### src/verilog/rv32i_types.sv
package rv32i_types;

    // ~~~~~~~~~~~~~~~~~~~~~~~~~~~~~~~~~~~~~~~~~~~~~~~~~~~~~~~~~~~~
    // opcodes and funct3 codes.
    localparam logic [6:0] lui_opcode   = 7'b0110111;
    localparam logic [6:0] auipc_opcode = 7'b0010111;
    localparam logic [6:0] imm_opcode   = 7'b0010011;
    localparam logic [6:0] reg_opcode   = 7'b0110011;

    localparam logic [2:0] add_funct3  = 3'b000;
    localparam logic [2:0] sll_funct3  = 3'b001;
    localparam logic [2:0] slt_funct3  = 3'b010;
    localparam logic [2:0] sltu_funct3 = 3'b011;
    localparam logic [2:0] xor_funct3  = 3'b100;
    localparam logic [2:0] sr_funct3   = 3'b101;
    localparam logic [2:0] or_funct3   = 3'b110;
    localparam logic [2:0] and_funct3  = 3'b111;

    // ~~~~~~~~~~~~~~~~~~~~~~~~~~~~~~~~~~~~~~~~~~~~~~~~~~~~~~~~~~~~
    // low three bits follow funct3, bit 3 marks sub and sra.
    typedef enum logic [3:0] {
        add_alu_op  = 4'b0000,
        sll_alu_op  = 4'b0001,
        slt_alu_op  = 4'b0010,
        sltu_alu_op = 4'b0011,
        xor_alu_op  = 4'b0100,
        srl_alu_op  = 4'b0101,
        or_alu_op   = 4'b0110,
        and_alu_op  = 4'b0111,
        sub_alu_op  = 4'b1000,
        sra_alu_op  = 4'b1101
    } alu_op_t;

    typedef enum logic [2:0] {
        blt_cmp_op  = 3'b100,
        bltu_cmp_op = 3'b110
    } cmp_op_t;

    typedef enum logic {rs1_v_alu_ex, pc_out_alu_ex} alu_m1_sel_t;
    typedef enum logic [1:0] {rs2_v_alu_ex, i_imm_alu_ex, u_imm_alu_ex} alu_m2_sel_t;
    typedef enum logic {rs2_v_cmp_ex, i_imm_cmp_ex} cmp_m_sel_t;
    typedef enum logic [1:0] {alu_out_wb, br_en_wb, u_imm_wb} regf_m_sel_t;

    // ~~~~~~~~~~~~~~~~~~~~~~~~~~~~~~~~~~~~~~~~~~~~~~~~~~~~~~~~~~~~
    // instruction word formats.
    typedef struct packed {
        logic [6:0] funct7;
        logic [4:0] rs2;
        logic [4:0] rs1;
        logic [2:0] funct3;
        logic [4:0] rd;
        logic [6:0] opcode;
    } r_fmt_t;

    typedef struct packed {
        logic [11:0] imm12;
        logic [4:0]  rs1;
        logic [2:0]  funct3;
        logic [4:0]  rd;
        logic [6:0]  opcode;
    } i_fmt_t;

    typedef struct packed {
        logic [19:0] imm20;
        logic [4:0]  rd;
        logic [6:0]  opcode;
    } u_fmt_t;

    typedef union packed {
        r_fmt_t r_fmt;
        i_fmt_t i_fmt;
        u_fmt_t u_fmt;
    } rv32i_inst_u;

    // ~~~~~~~~~~~~~~~~~~~~~~~~~~~~~~~~~~~~~~~~~~~~~~~~~~~~~~~~~~~~
    // control bundles and stage registers.
    typedef struct packed {
        alu_m1_sel_t alu_m1_sel;
        alu_m2_sel_t alu_m2_sel;
        alu_op_t     alu_ops;
        cmp_m_sel_t  cmp_m_sel;
        cmp_op_t     cmp_ops;
    } ex_signal_t;

    typedef struct packed {
        regf_m_sel_t regf_m_sel;
        logic        regf_we;
    } wb_signal_t;

    typedef struct packed {
        logic        valid;
        logic [31:0] pc;
        logic [63:0] order;
    } if_id_stage_reg_t;

    typedef struct packed {
        logic        valid;
        logic [31:0] inst;
        logic [31:0] pc;
        logic [63:0] order;
        ex_signal_t  ex_signal;
        wb_signal_t  wb_signal;
        logic [31:0] i_imm;
        logic [31:0] u_imm;
        logic [4:0]  rs1_s;
        logic [4:0]  rs2_s;
        logic [4:0]  rd_s;
        logic [31:0] rs1_v;
        logic [31:0] rs2_v;
    } id_ex_stage_reg_t;

    typedef struct packed {
        logic        valid;
        logic [31:0] inst;
        logic [31:0] pc;
        logic [63:0] order;
        logic [4:0]  rd_s;
        wb_signal_t  wb_signal;
        logic [31:0] alu_out;
        logic        br_en;
        logic [31:0] u_imm;
    } ex_wb_stage_reg_t;

    typedef struct packed {
        logic        we;
        logic [4:0]  rd_s;
        logic [31:0] rd_v;
    } regf_wr_t;

endpackage
### src/verilog/rv32i_core.sv
`timescale 1ns/1ps

module rv32i_core
    import rv32i_types::*;
#(
    parameter logic [31:0] P_RESET_PC = 32'h0000_0000
) (
    input  logic        clk,
    input  logic        i_arst_n,
    output logic        o_imem_req,
    output logic [31:0] o_imem_addr,
    input  logic        i_imem_resp,
    input  logic [31:0] i_imem_rdata,
    output logic        o_commit_valid,
    output logic [63:0] o_commit_order,
    output logic [31:0] o_commit_pc,
    output logic [31:0] o_commit_inst,
    output logic [4:0]  o_commit_rd,
    output logic [31:0] o_commit_rd_v
);

    if_id_stage_reg_t if_id;
    id_ex_stage_reg_t id_ex;
    ex_wb_stage_reg_t ex_wb;
    regf_wr_t         regf_wr;
    logic [4:0]       rs1_s;
    logic [4:0]       rs2_s;
    logic [31:0]      rs1_v;
    logic [31:0]      rs2_v;

    // ~~~~~~~~~~~~~~~~~~~~~~~~~~~~~~~~~~~~~~~~~~~~~~~~~~~~~~~~~~~~
    // fetch, decode, execute, writeback.
    fetch_stage #(
        .P_RESET_PC (P_RESET_PC)
    ) fetch_stage_i (
        .clk         (clk),
        .i_arst_n    (i_arst_n),
        .i_imem_resp (i_imem_resp),
        .o_imem_req  (o_imem_req),
        .o_imem_addr (o_imem_addr),
        .o_if_id     (if_id)
    );

    id_stage id_stage_i (
        .clk          (clk),
        .i_arst_n     (i_arst_n),
        .i_if_id      (if_id),
        .i_imem_resp  (i_imem_resp),
        .i_imem_rdata (i_imem_rdata),
        .i_rs1_v      (rs1_v),
        .i_rs2_v      (rs2_v),
        .o_rs1_s      (rs1_s),
        .o_rs2_s      (rs2_s),
        .o_id_ex      (id_ex)
    );

    regfile regfile_i (
        .clk      (clk),
        .i_arst_n (i_arst_n),
        .i_wr     (regf_wr),
        .i_rs1_s  (rs1_s),
        .i_rs2_s  (rs2_s),
        .o_rs1_v  (rs1_v),
        .o_rs2_v  (rs2_v)
    );

    ex_stage ex_stage_i (
        .clk      (clk),
        .i_arst_n (i_arst_n),
        .i_id_ex  (id_ex),
        .i_wb_fwd (regf_wr),
        .o_ex_wb  (ex_wb)
    );

    wb_stage wb_stage_i (
        .i_ex_wb        (ex_wb),
        .o_regf_wr      (regf_wr),
        .o_commit_valid (o_commit_valid),
        .o_commit_order (o_commit_order),
        .o_commit_pc    (o_commit_pc),
        .o_commit_inst  (o_commit_inst),
        .o_commit_rd    (o_commit_rd),
        .o_commit_rd_v  (o_commit_rd_v)
    );

endmodule

### src/verilog/wb_stage.sv
`timescale 1ns/1ps

module wb_stage
    import rv32i_types::*;
(
    input  ex_wb_stage_reg_t i_ex_wb,
    output regf_wr_t         o_regf_wr,
    output logic             o_commit_valid,
    output logic [63:0]      o_commit_order,
    output logic [31:0]      o_commit_pc,
    output logic [31:0]      o_commit_inst,
    output logic [4:0]       o_commit_rd,
    output logic [31:0]      o_commit_rd_v
);

    logic [31:0] rd_v;
    logic        we;

    always_comb begin
        case (i_ex_wb.wb_signal.regf_m_sel)
            br_en_wb: rd_v = {31'd0, i_ex_wb.br_en};
            u_imm_wb: rd_v = i_ex_wb.u_imm;
            default:  rd_v = i_ex_wb.alu_out;
        endcase
    end

    // writes to x0 are dropped here, downstream logic relies on it.
    assign we = i_ex_wb.valid && i_ex_wb.wb_signal.regf_we && (i_ex_wb.rd_s != 5'd0);

    assign o_regf_wr = '{we: we, rd_s: i_ex_wb.rd_s, rd_v: rd_v};

    assign o_commit_valid = i_ex_wb.valid;
    assign o_commit_order = i_ex_wb.order;
    assign o_commit_pc    = i_ex_wb.pc;
    assign o_commit_inst  = i_ex_wb.inst;
    assign o_commit_rd    = we ? i_ex_wb.rd_s : 5'd0;
    assign o_commit_rd_v  = we ? rd_v : 32'd0;

endmodule

### src/verilog/ex_stage.sv
`timescale 1ns/1ps

module ex_stage
    import rv32i_types::*;
(
    input  logic             clk,
    input  logic             i_arst_n,
    input  id_ex_stage_reg_t i_id_ex,
    input  regf_wr_t         i_wb_fwd,
    output ex_wb_stage_reg_t o_ex_wb
);

    logic [31:0]      rs1_v;
    logic [31:0]      rs2_v;
    logic [31:0]      alu_a;
    logic [31:0]      alu_b;
    logic [31:0]      cmp_b;
    logic [31:0]      alu_out;
    logic             br_en;
    ex_wb_stage_reg_t ex_wb_d;

    // wb to ex forwarding, we is already clear for x0.
    assign rs1_v = (i_wb_fwd.we && i_wb_fwd.rd_s == i_id_ex.rs1_s) ? i_wb_fwd.rd_v
                                                                   : i_id_ex.rs1_v;
    assign rs2_v = (i_wb_fwd.we && i_wb_fwd.rd_s == i_id_ex.rs2_s) ? i_wb_fwd.rd_v
                                                                   : i_id_ex.rs2_v;

    always_comb begin
        alu_a = (i_id_ex.ex_signal.alu_m1_sel == pc_out_alu_ex) ? i_id_ex.pc : rs1_v;
        case (i_id_ex.ex_signal.alu_m2_sel)
            i_imm_alu_ex: alu_b = i_id_ex.i_imm;
            u_imm_alu_ex: alu_b = i_id_ex.u_imm;
            default:      alu_b = rs2_v;
        endcase
        cmp_b = (i_id_ex.ex_signal.cmp_m_sel == i_imm_cmp_ex) ? i_id_ex.i_imm : rs2_v;
    end

    // ~~~~~~~~~~~~~~~~~~~~~~~~~~~~~~~~~~~~~~~~~~~~~~~~~~~~~~~~~~~~
    // alu and comparator.
    always_comb begin
        case (i_id_ex.ex_signal.alu_ops)
            add_alu_op:  alu_out = alu_a + alu_b;
            sub_alu_op:  alu_out = alu_a - alu_b;
            sll_alu_op:  alu_out = alu_a << alu_b[4:0];
            xor_alu_op:  alu_out = alu_a ^ alu_b;
            srl_alu_op:  alu_out = alu_a >> alu_b[4:0];
            sra_alu_op:  alu_out = $unsigned($signed(alu_a) >>> alu_b[4:0]);
            or_alu_op:   alu_out = alu_a | alu_b;
            and_alu_op:  alu_out = alu_a & alu_b;
            default:     alu_out = '0;
        endcase

        case (i_id_ex.ex_signal.cmp_ops)
            bltu_cmp_op: br_en = rs1_v < cmp_b;
            default:     br_en = $signed(rs1_v) < $signed(cmp_b);
        endcase
    end

    always_comb begin
        ex_wb_d.valid     = i_id_ex.valid;
        ex_wb_d.inst      = i_id_ex.inst;
        ex_wb_d.pc        = i_id_ex.pc;
        ex_wb_d.order     = i_id_ex.order;
        ex_wb_d.rd_s      = i_id_ex.rd_s;
        ex_wb_d.wb_signal = i_id_ex.wb_signal;
        ex_wb_d.alu_out   = alu_out;
        ex_wb_d.br_en     = br_en;
        ex_wb_d.u_imm     = i_id_ex.u_imm;
    end

    always_ff @(posedge clk or negedge i_arst_n) begin
        if (!i_arst_n) o_ex_wb <= '0;
        else           o_ex_wb <= ex_wb_d;
    end

endmodule

### src/verilog/regfile.sv
`timescale 1ns/1ps

module regfile
    import rv32i_types::*;
(
    input  logic        clk,
    input  logic        i_arst_n,
    input  regf_wr_t    i_wr,
    input  logic [4:0]  i_rs1_s,
    input  logic [4:0]  i_rs2_s,
    output logic [31:0] o_rs1_v,
    output logic [31:0] o_rs2_v
);

    logic [31:0] regs [1:31]; // x0 has no storage.

    always_ff @(posedge clk or negedge i_arst_n) begin
        if (!i_arst_n) begin
            for (int i = 1; i < 32; i++) begin
                regs[i] <= '0;
            end
        end else if (i_wr.we) begin
            regs[i_wr.rd_s] <= i_wr.rd_v;
        end
    end

    // write-through covers a producer in wb and a consumer in id.
    always_comb begin
        if (i_rs1_s == 5'd0)                     o_rs1_v = '0;
        else if (i_wr.we && i_wr.rd_s == i_rs1_s) o_rs1_v = i_wr.rd_v;
        else                                     o_rs1_v = regs[i_rs1_s];

        if (i_rs2_s == 5'd0)                     o_rs2_v = '0;
        else if (i_wr.we && i_wr.rd_s == i_rs2_s) o_rs2_v = i_wr.rd_v;
        else                                     o_rs2_v = regs[i_rs2_s];
    end

endmodule

### src/verilog/id_stage.sv
`timescale 1ns/1ps

module id_stage
    import rv32i_types::*;
(
    input  logic             clk,
    input  logic             i_arst_n,
    input  if_id_stage_reg_t i_if_id,
    input  logic             i_imem_resp,
    input  logic [31:0]      i_imem_rdata,
    input  logic [31:0]      i_rs1_v,
    input  logic [31:0]      i_rs2_v,
    output logic [4:0]       o_rs1_s,
    output logic [4:0]       o_rs2_s,
    output id_ex_stage_reg_t o_id_ex
);

    rv32i_inst_u      inst;
    logic [6:0]       opcode;
    logic [2:0]       funct3;
    logic [6:0]       funct7;
    logic [31:0]      i_imm;
    logic [31:0]      u_imm;
    ex_signal_t       ex_signal;
    wb_signal_t       wb_signal;
    id_ex_stage_reg_t id_ex_d;

    // ~~~~~~~~~~~~~~~~~~~~~~~~~~~~~~~~~~~~~~~~~~~~~~~~~~~~~~~~~~~~
    // field extraction.
    assign inst    = i_imem_rdata;
    assign opcode  = inst.r_fmt.opcode;
    assign funct3  = inst.i_fmt.funct3;
    assign funct7  = inst.r_fmt.funct7;
    assign i_imm   = {{20{inst.i_fmt.imm12[11]}}, inst.i_fmt.imm12};
    assign u_imm   = {inst.u_fmt.imm20, 12'h000};
    assign o_rs1_s = inst.r_fmt.rs1;
    assign o_rs2_s = inst.r_fmt.rs2; // overlaps imm12 on I-type, harmless.

    // ~~~~~~~~~~~~~~~~~~~~~~~~~~~~~~~~~~~~~~~~~~~~~~~~~~~~~~~~~~~~
    // control generation.
    always_comb begin
        ex_signal.alu_m1_sel = rs1_v_alu_ex;
        ex_signal.alu_m2_sel = rs2_v_alu_ex;
        ex_signal.alu_ops    = add_alu_op;
        ex_signal.cmp_m_sel  = rs2_v_cmp_ex;
        ex_signal.cmp_ops    = blt_cmp_op;
        wb_signal.regf_m_sel = alu_out_wb;
        wb_signal.regf_we    = 1'b0; // unknown opcodes retire as no-ops.

        case (opcode)
            lui_opcode: begin
                wb_signal.regf_m_sel = u_imm_wb;
                wb_signal.regf_we    = 1'b1;
            end
            auipc_opcode: begin
                ex_signal.alu_m1_sel = pc_out_alu_ex;
                ex_signal.alu_m2_sel = u_imm_alu_ex;
                wb_signal.regf_we    = 1'b1;
            end
            imm_opcode, reg_opcode: begin
                wb_signal.regf_we = 1'b1;
                if (opcode == imm_opcode) begin
                    ex_signal.alu_m2_sel = i_imm_alu_ex;
                    ex_signal.cmp_m_sel  = i_imm_cmp_ex;
                end
                case (funct3)
                    slt_funct3: begin
                        ex_signal.cmp_ops    = blt_cmp_op;
                        wb_signal.regf_m_sel = br_en_wb;
                    end
                    sltu_funct3: begin
                        ex_signal.cmp_ops    = bltu_cmp_op;
                        wb_signal.regf_m_sel = br_en_wb;
                    end
                    sr_funct3: begin
                        ex_signal.alu_ops = funct7[5] ? sra_alu_op : srl_alu_op;
                    end
                    add_funct3: begin
                        // addi has no subtract form.
                        if (opcode == reg_opcode && funct7[5]) begin
                            ex_signal.alu_ops = sub_alu_op;
                        end else begin
                            ex_signal.alu_ops = add_alu_op;
                        end
                    end
                    default: begin
                        ex_signal.alu_ops = alu_op_t'({1'b0, funct3});
                    end
                endcase
            end
            default: begin
            end
        endcase
    end

    // ~~~~~~~~~~~~~~~~~~~~~~~~~~~~~~~~~~~~~~~~~~~~~~~~~~~~~~~~~~~~
    // id/ex register.
    always_comb begin
        id_ex_d.valid     = i_imem_resp & i_if_id.valid;
        id_ex_d.inst      = i_imem_rdata;
        id_ex_d.pc        = i_if_id.pc;
        id_ex_d.order     = i_if_id.order;
        id_ex_d.ex_signal = ex_signal;
        id_ex_d.wb_signal = wb_signal;
        id_ex_d.i_imm     = i_imm;
        id_ex_d.u_imm     = u_imm;
        id_ex_d.rs1_s     = o_rs1_s;
        id_ex_d.rs2_s     = o_rs2_s;
        id_ex_d.rd_s      = inst.u_fmt.rd;
        id_ex_d.rs1_v     = i_rs1_v;
        id_ex_d.rs2_v     = i_rs2_v;
    end

    always_ff @(posedge clk or negedge i_arst_n) begin
        if (!i_arst_n) begin
            o_id_ex <= '0;
        end else begin
            o_id_ex <= id_ex_d;
        end
    end

endmodule

### src/verilog/fetch_stage.sv
`timescale 1ns/1ps

module fetch_stage
    import rv32i_types::*;
#(
    parameter logic [31:0] P_RESET_PC = 32'h0000_0000
) (
    input  logic             clk,
    input  logic             i_arst_n,
    input  logic             i_imem_resp,
    output logic             o_imem_req,
    output logic [31:0]      o_imem_addr,
    output if_id_stage_reg_t o_if_id
);

    logic [31:0] pc_q;
    logic [63:0] order_q;

    // pc and order move on only when the memory has answered.
    always_ff @(posedge clk or negedge i_arst_n) begin
        if (!i_arst_n) begin
            pc_q    <= P_RESET_PC;
            order_q <= '0;
        end else if (i_imem_resp) begin
            pc_q    <= pc_q + 32'd4;
            order_q <= order_q + 64'd1;
        end
    end

    // a request is always open, memory latency is the only stall.
    assign o_imem_req  = 1'b1;
    assign o_imem_addr = pc_q;

    always_comb begin
        o_if_id.valid = o_imem_req; // tags the outstanding request.
        o_if_id.pc    = pc_q;
        o_if_id.order = order_q;
    end

endmodule

### config.mk
export PLATFORM = sky130hd
export DESIGN_NAME = rv32i_core
export DESIGN_NICKNAME = d
export VERILOG_FILES = /design/src/verilog/rv32i_types.sv /design/src/verilog/rv32i_core.sv /design/src/verilog/wb_stage.sv /design/src/verilog/ex_stage.sv /design/src/verilog/regfile.sv /design/src/verilog/id_stage.sv /design/src/verilog/fetch_stage.sv
export SDC_FILE = /design/constraint.sdc
export NUM_CORES = 2
export LEC_CHECK = 0
export BUFFER_PORTS_ARGS = -buffer_cell sky130_fd_sc_hd__buf_2
export CAP_MARGIN = 40
export CORE_ASPECT_RATIO = 1.5
export CORE_UTILIZATION = 55
export DETAILED_ROUTE_END_ITERATION = 6
export PLACE_DENSITY = 0.72
export SKIP_CTS_REPAIR_TIMING = 1
export SLEW_MARGIN = 10
export SYNTH_ARGS = -nofsm -noshare
export SYNTH_HDL_FRONTEND = slang
export SYNTH_SLANG_ARGS = --single-unit
### constraint.sdc
create_clock -name clk -period 9.4 [get_ports clk]
set_input_delay 0 -clock clk [delete_from_list [all_inputs] [get_ports clk]]
set_output_delay 0 -clock clk [all_outputs]
set_load 0.02 [all_outputs]
==> reports/qor.yml <==
outcome:
  outcome: "complete, but fails checks"
  violations: "negative hold slack"
yosys:
  seq_area_frac_synth: 0.4695
  synth_edf_count: 0
  synth_flop_cell: "dfrtp_1"
  ys_ff_latch: 1452
  synthDistinctLibCells: 93
  syn_area_um2: 77390
  yosysWarningCount: 0
  syn_inst: 7109
  async_flop_share: 1.000
  syn_avg_cell_area_um2: 10.89
layout:
  syn2layout_area_growth_pct: 11.27
  n_fill_cell: 10974
  layout-drive-gt1-share: 0.2210
  nNetsFinal: 7194
  instances_no_fill: 9026
die:
  initial_core_util: 0.5537
  die_area_um2: 142300
  die_h_um: 461.4
  pin_count: 234
  fp.coreArea_um2: 139800
  die_w_um: 308.3
  num_rows: 168
min_path:
  hold_start: "i_imem_rdata[14]"
  hold_path.class: "in -> reg"
  holdPathStages: 2
setup_path:
  startpoint: "ex_stage_i.o_ex_wb[177]"
  worstPathCellList: "nor2_4, a21o_2, nor3_4, o311ai_0, nand2_1, nor3_1, buf_4, nand3_1, nor3_1, nand2_1, o21ai_1, xnor2_1, ha_1, a21o_1, a21oi_1, o21bai_1, a211oi_1, a21oi_1, a211oi_1, o21ai_0, a31oi_1, o21ai_0, xor2_1, a211o_1"
  cpLargestDelayFamily: "compound AO/OA/AOI/OAI gates"
  worst_setup_path_end_kind: "flip-flop"
  rr_startpoint: "ex_stage_i.o_ex_wb[177]"
  slowest_stage: "a21o_2"
  worstPathBufferInverterCount: 1
  slowest_delay_ns: 0.60
  worstPathArrival_ns: 8.24
  cp-start-kind: "flip-flop"
  criticalPathCategory: "reg -> reg"
  cp_num_cells: 24
  cp_max_fo: 24
  reg2regPathDepth: 24
  crit_required_ns: 10.09
cts:
  clk_latency_ns: 0.83
  cts_buffers: 139
  cts_root_buf: "clkbuf_16"
  clk_path_buf_depth: 3
  cts.clk_slew.worst_paths_ns: 0.08
  cts_tree: "done"
  cts_sinks: 1452
  h-tree-depth: 4
global_routing:
  grt_pass1_vias: 61127
  grt_use_total: 0.4442
  antenna_found_initial: 30
  grt_pass1_wl_mm: 442.0
  grt_max_degree: 159
  gr-total-overflow: 0
placed_design:
  portBuffers: 228
  place_inst: 8675
  hpwlAfterDp_mm: 205.6
  gp_congestion: 1.104
power:
  power_density_nw_per_um2: 175.3
  vdd_drop_max_mv: 0.1709
  p_leak_nw: 38.20
  total_power_mw: 15.10
routing:
  drt_iter0_markers: 7293
  first_pass_iters: 6
  drc: 0
  routed_wl_mm: 308.6
  wl_per_cell_um: 34.19
  ant_nets: 0
  vias: 61316
  vias_per_cell: 6.793
run:
  cap_violations: 0
sta:
  setup_viol: 0
  hold-worst-slack_ns: -0.001603
  rsz0062_at_grt: "false"
  slew_viol_final: 0
  slew_headroom: 0.2257
  finalClockSkew_ns: 0.04675
  fmax_mhz: 132.4
  fin_crit_sh: 0.8035
  tns_ns: 0
  tightest_slew_ns: 1.161
  finalCriticalPeriod_ns: 7.553
  finalHoldViolCount: 1
-- cell type report --
type / instances / area, um^2 / area share
multi-input cells: 4754 / 37370 / 0.4339
flip-flops and latches: 1452 / 36340 / 0.4220
repair buffers: 544 / 4644 / 0.05393
clock buffers: 190 / 3933 / 0.04567
well taps: 1870 / 2340 / 0.02717
clock inverters: 62 / 933.4 / 0.01084
inverters: 134 / 505.5 / 0.005870
diodes: 20 / 50.05 / 0.0005812
-- through the flow --
| stage | setup slack (ns) | cell area, um^2 | hold slack (ns) | utilization |
|---|---|---|---|---|
| 2_1_floorplan | 3.659 | 77410 | -0.2956 | - |
| 3_3_place_gp | 2.102 | 79090 | 0.08234 | 0.5658 |
| 3_5_place_dp | 2.115 | 80300 | 0.09397 | 0.5745 |
| 4_1_cts | 2.068 | 85170 | -0.7840 | 0.6093 |
| 5_1_grt | 1.538 | 86080 | 0.007968 | 0.6158 |
| 6_report | 1.847 | 86120 | -0.001603 | 0.6161 |
-- cells by family after synthesis --
logic type                 share of synthesized area
xor gates and xnor gates                     0.01964
muxes                                         0.2020
and+or+nand+nor                              0.09836
AOI/OAI and AO/OA                             0.1349
DFF                                           0.4695
adders and majority gates                    0.02176
other                                     0.00009704
buffers and inverters                        0.05377
-- report_power, final --
group,switching (mW),internal [mW]
Clock,2.66,3.38
Sequential,0.271,6.46
Combinational,1.64,0.689
Total,4.57,10.5
-- state kept, by name, indices dropped and copies added, names as in the netlist --
signal / cells
fetch_stage_i.order_q: 64
id_stage_i.o_id_ex: 203
ex_stage_i.o_ex_wb: 163
fetch_stage_i.o_imem_addr: 30
regfile_i.regs: 992
-- cells in the final DEF (no fill, tap or decap), drive strengths merged, types with 14 or more instances in the layout --
cell type    Yosys  routed
a221oi          38      38
and3            29      29
bufinv           0      14
nand2         1353    1353
o21ai         1190    1190
ha             133     133
a211oi          20      20
nand4           40      40
nand3           78      78
nor3            36      36
dfrtp         1452    1452
mux2i          108     108
nor4            14      14
dlygate4sd3      0      54
a21o            30      30
inv            133     145
a22oi           47      47
and2            17      17
mux2           134     134
clkbuf         479     193
buf            294     487
xor2            45      45
a22o            76      76
mux4           579     579
nor2           212     212
o211ai          42      42
a311oi          36      36
o22ai           18      18
o21a            26      26
clkinv           1      28
diode            0      20
a31oi           24      24
a21oi          155     155
o31ai           19      19
xnor2          126     126
-- cell usage after synthesis (all sizes together) (8+ instances only) --
master | n | area, um^2
or4 | 10 | 75.07
nand3 | 78 | 402.9
a22o | 76 | 665.6
o21ai | 1190 | 5959
nand2 | 1353 | 5084
nand2b | 10 | 62.56
and2 | 17 | 106.4
mux4 | 579 | 13040
mux2 | 134 | 1509
and3 | 29 | 181.4
clkbuf | 479 | 1798
dfrtp | 1452 | 36330
xnor2 | 126 | 1126
o211ai | 42 | 315.3
o22ai | 18 | 112.6
a22oi | 47 | 371.6
a221oi | 38 | 501.7
o21a | 26 | 195.2
a31oi | 24 | 150.1
nor4 | 14 | 108.9
inv | 133 | 501.7
o31ai | 19 | 147.6
a21o | 30 | 225.2
mux2i | 108 | 1081
ha | 133 | 1664
nor2 | 212 | 818.3
nor3 | 36 | 201.5
xor2 | 45 | 394.1
and4 | 8 | 70.07
a211oi | 20 | 150.1
nand4 | 40 | 250.2
a311oi | 36 | 315.3
buf | 294 | 1858
a21oi | 155 | 790.8
nor2b | 12 | 75.07
-- per-layer routing --
layer / GRT usage / vias to the layer above / part of all wire
met5: 0 / - / 0.00026
met4: 0.3951 / 12 / 0.11
met3: 0.1327 / 1251 / 0.095
met2: 0.6872 / 3847 / 0.47
met1: 0.4979 / 30944 / 0.33
li1: - / 25262 / -
-- path summary, 6_finish.rpt --
check	to	slack (ns)
worst min register to register	ex_stage_i.o_ex_wb[114]	0.34
worst min-delay path	id_stage_i.o_id_ex[267]	-0.002
min in group asynchronous	regfile_i.regs[871]	0.31
max in group asynchronous	regfile_i.regs[864]	7.04
worst max-delay path	ex_stage_i.o_ex_wb[62]	1.85
worst max register to register	ex_stage_i.o_ex_wb[62]	1.85
No activity file was read; power rests on OpenSTA's default activity.
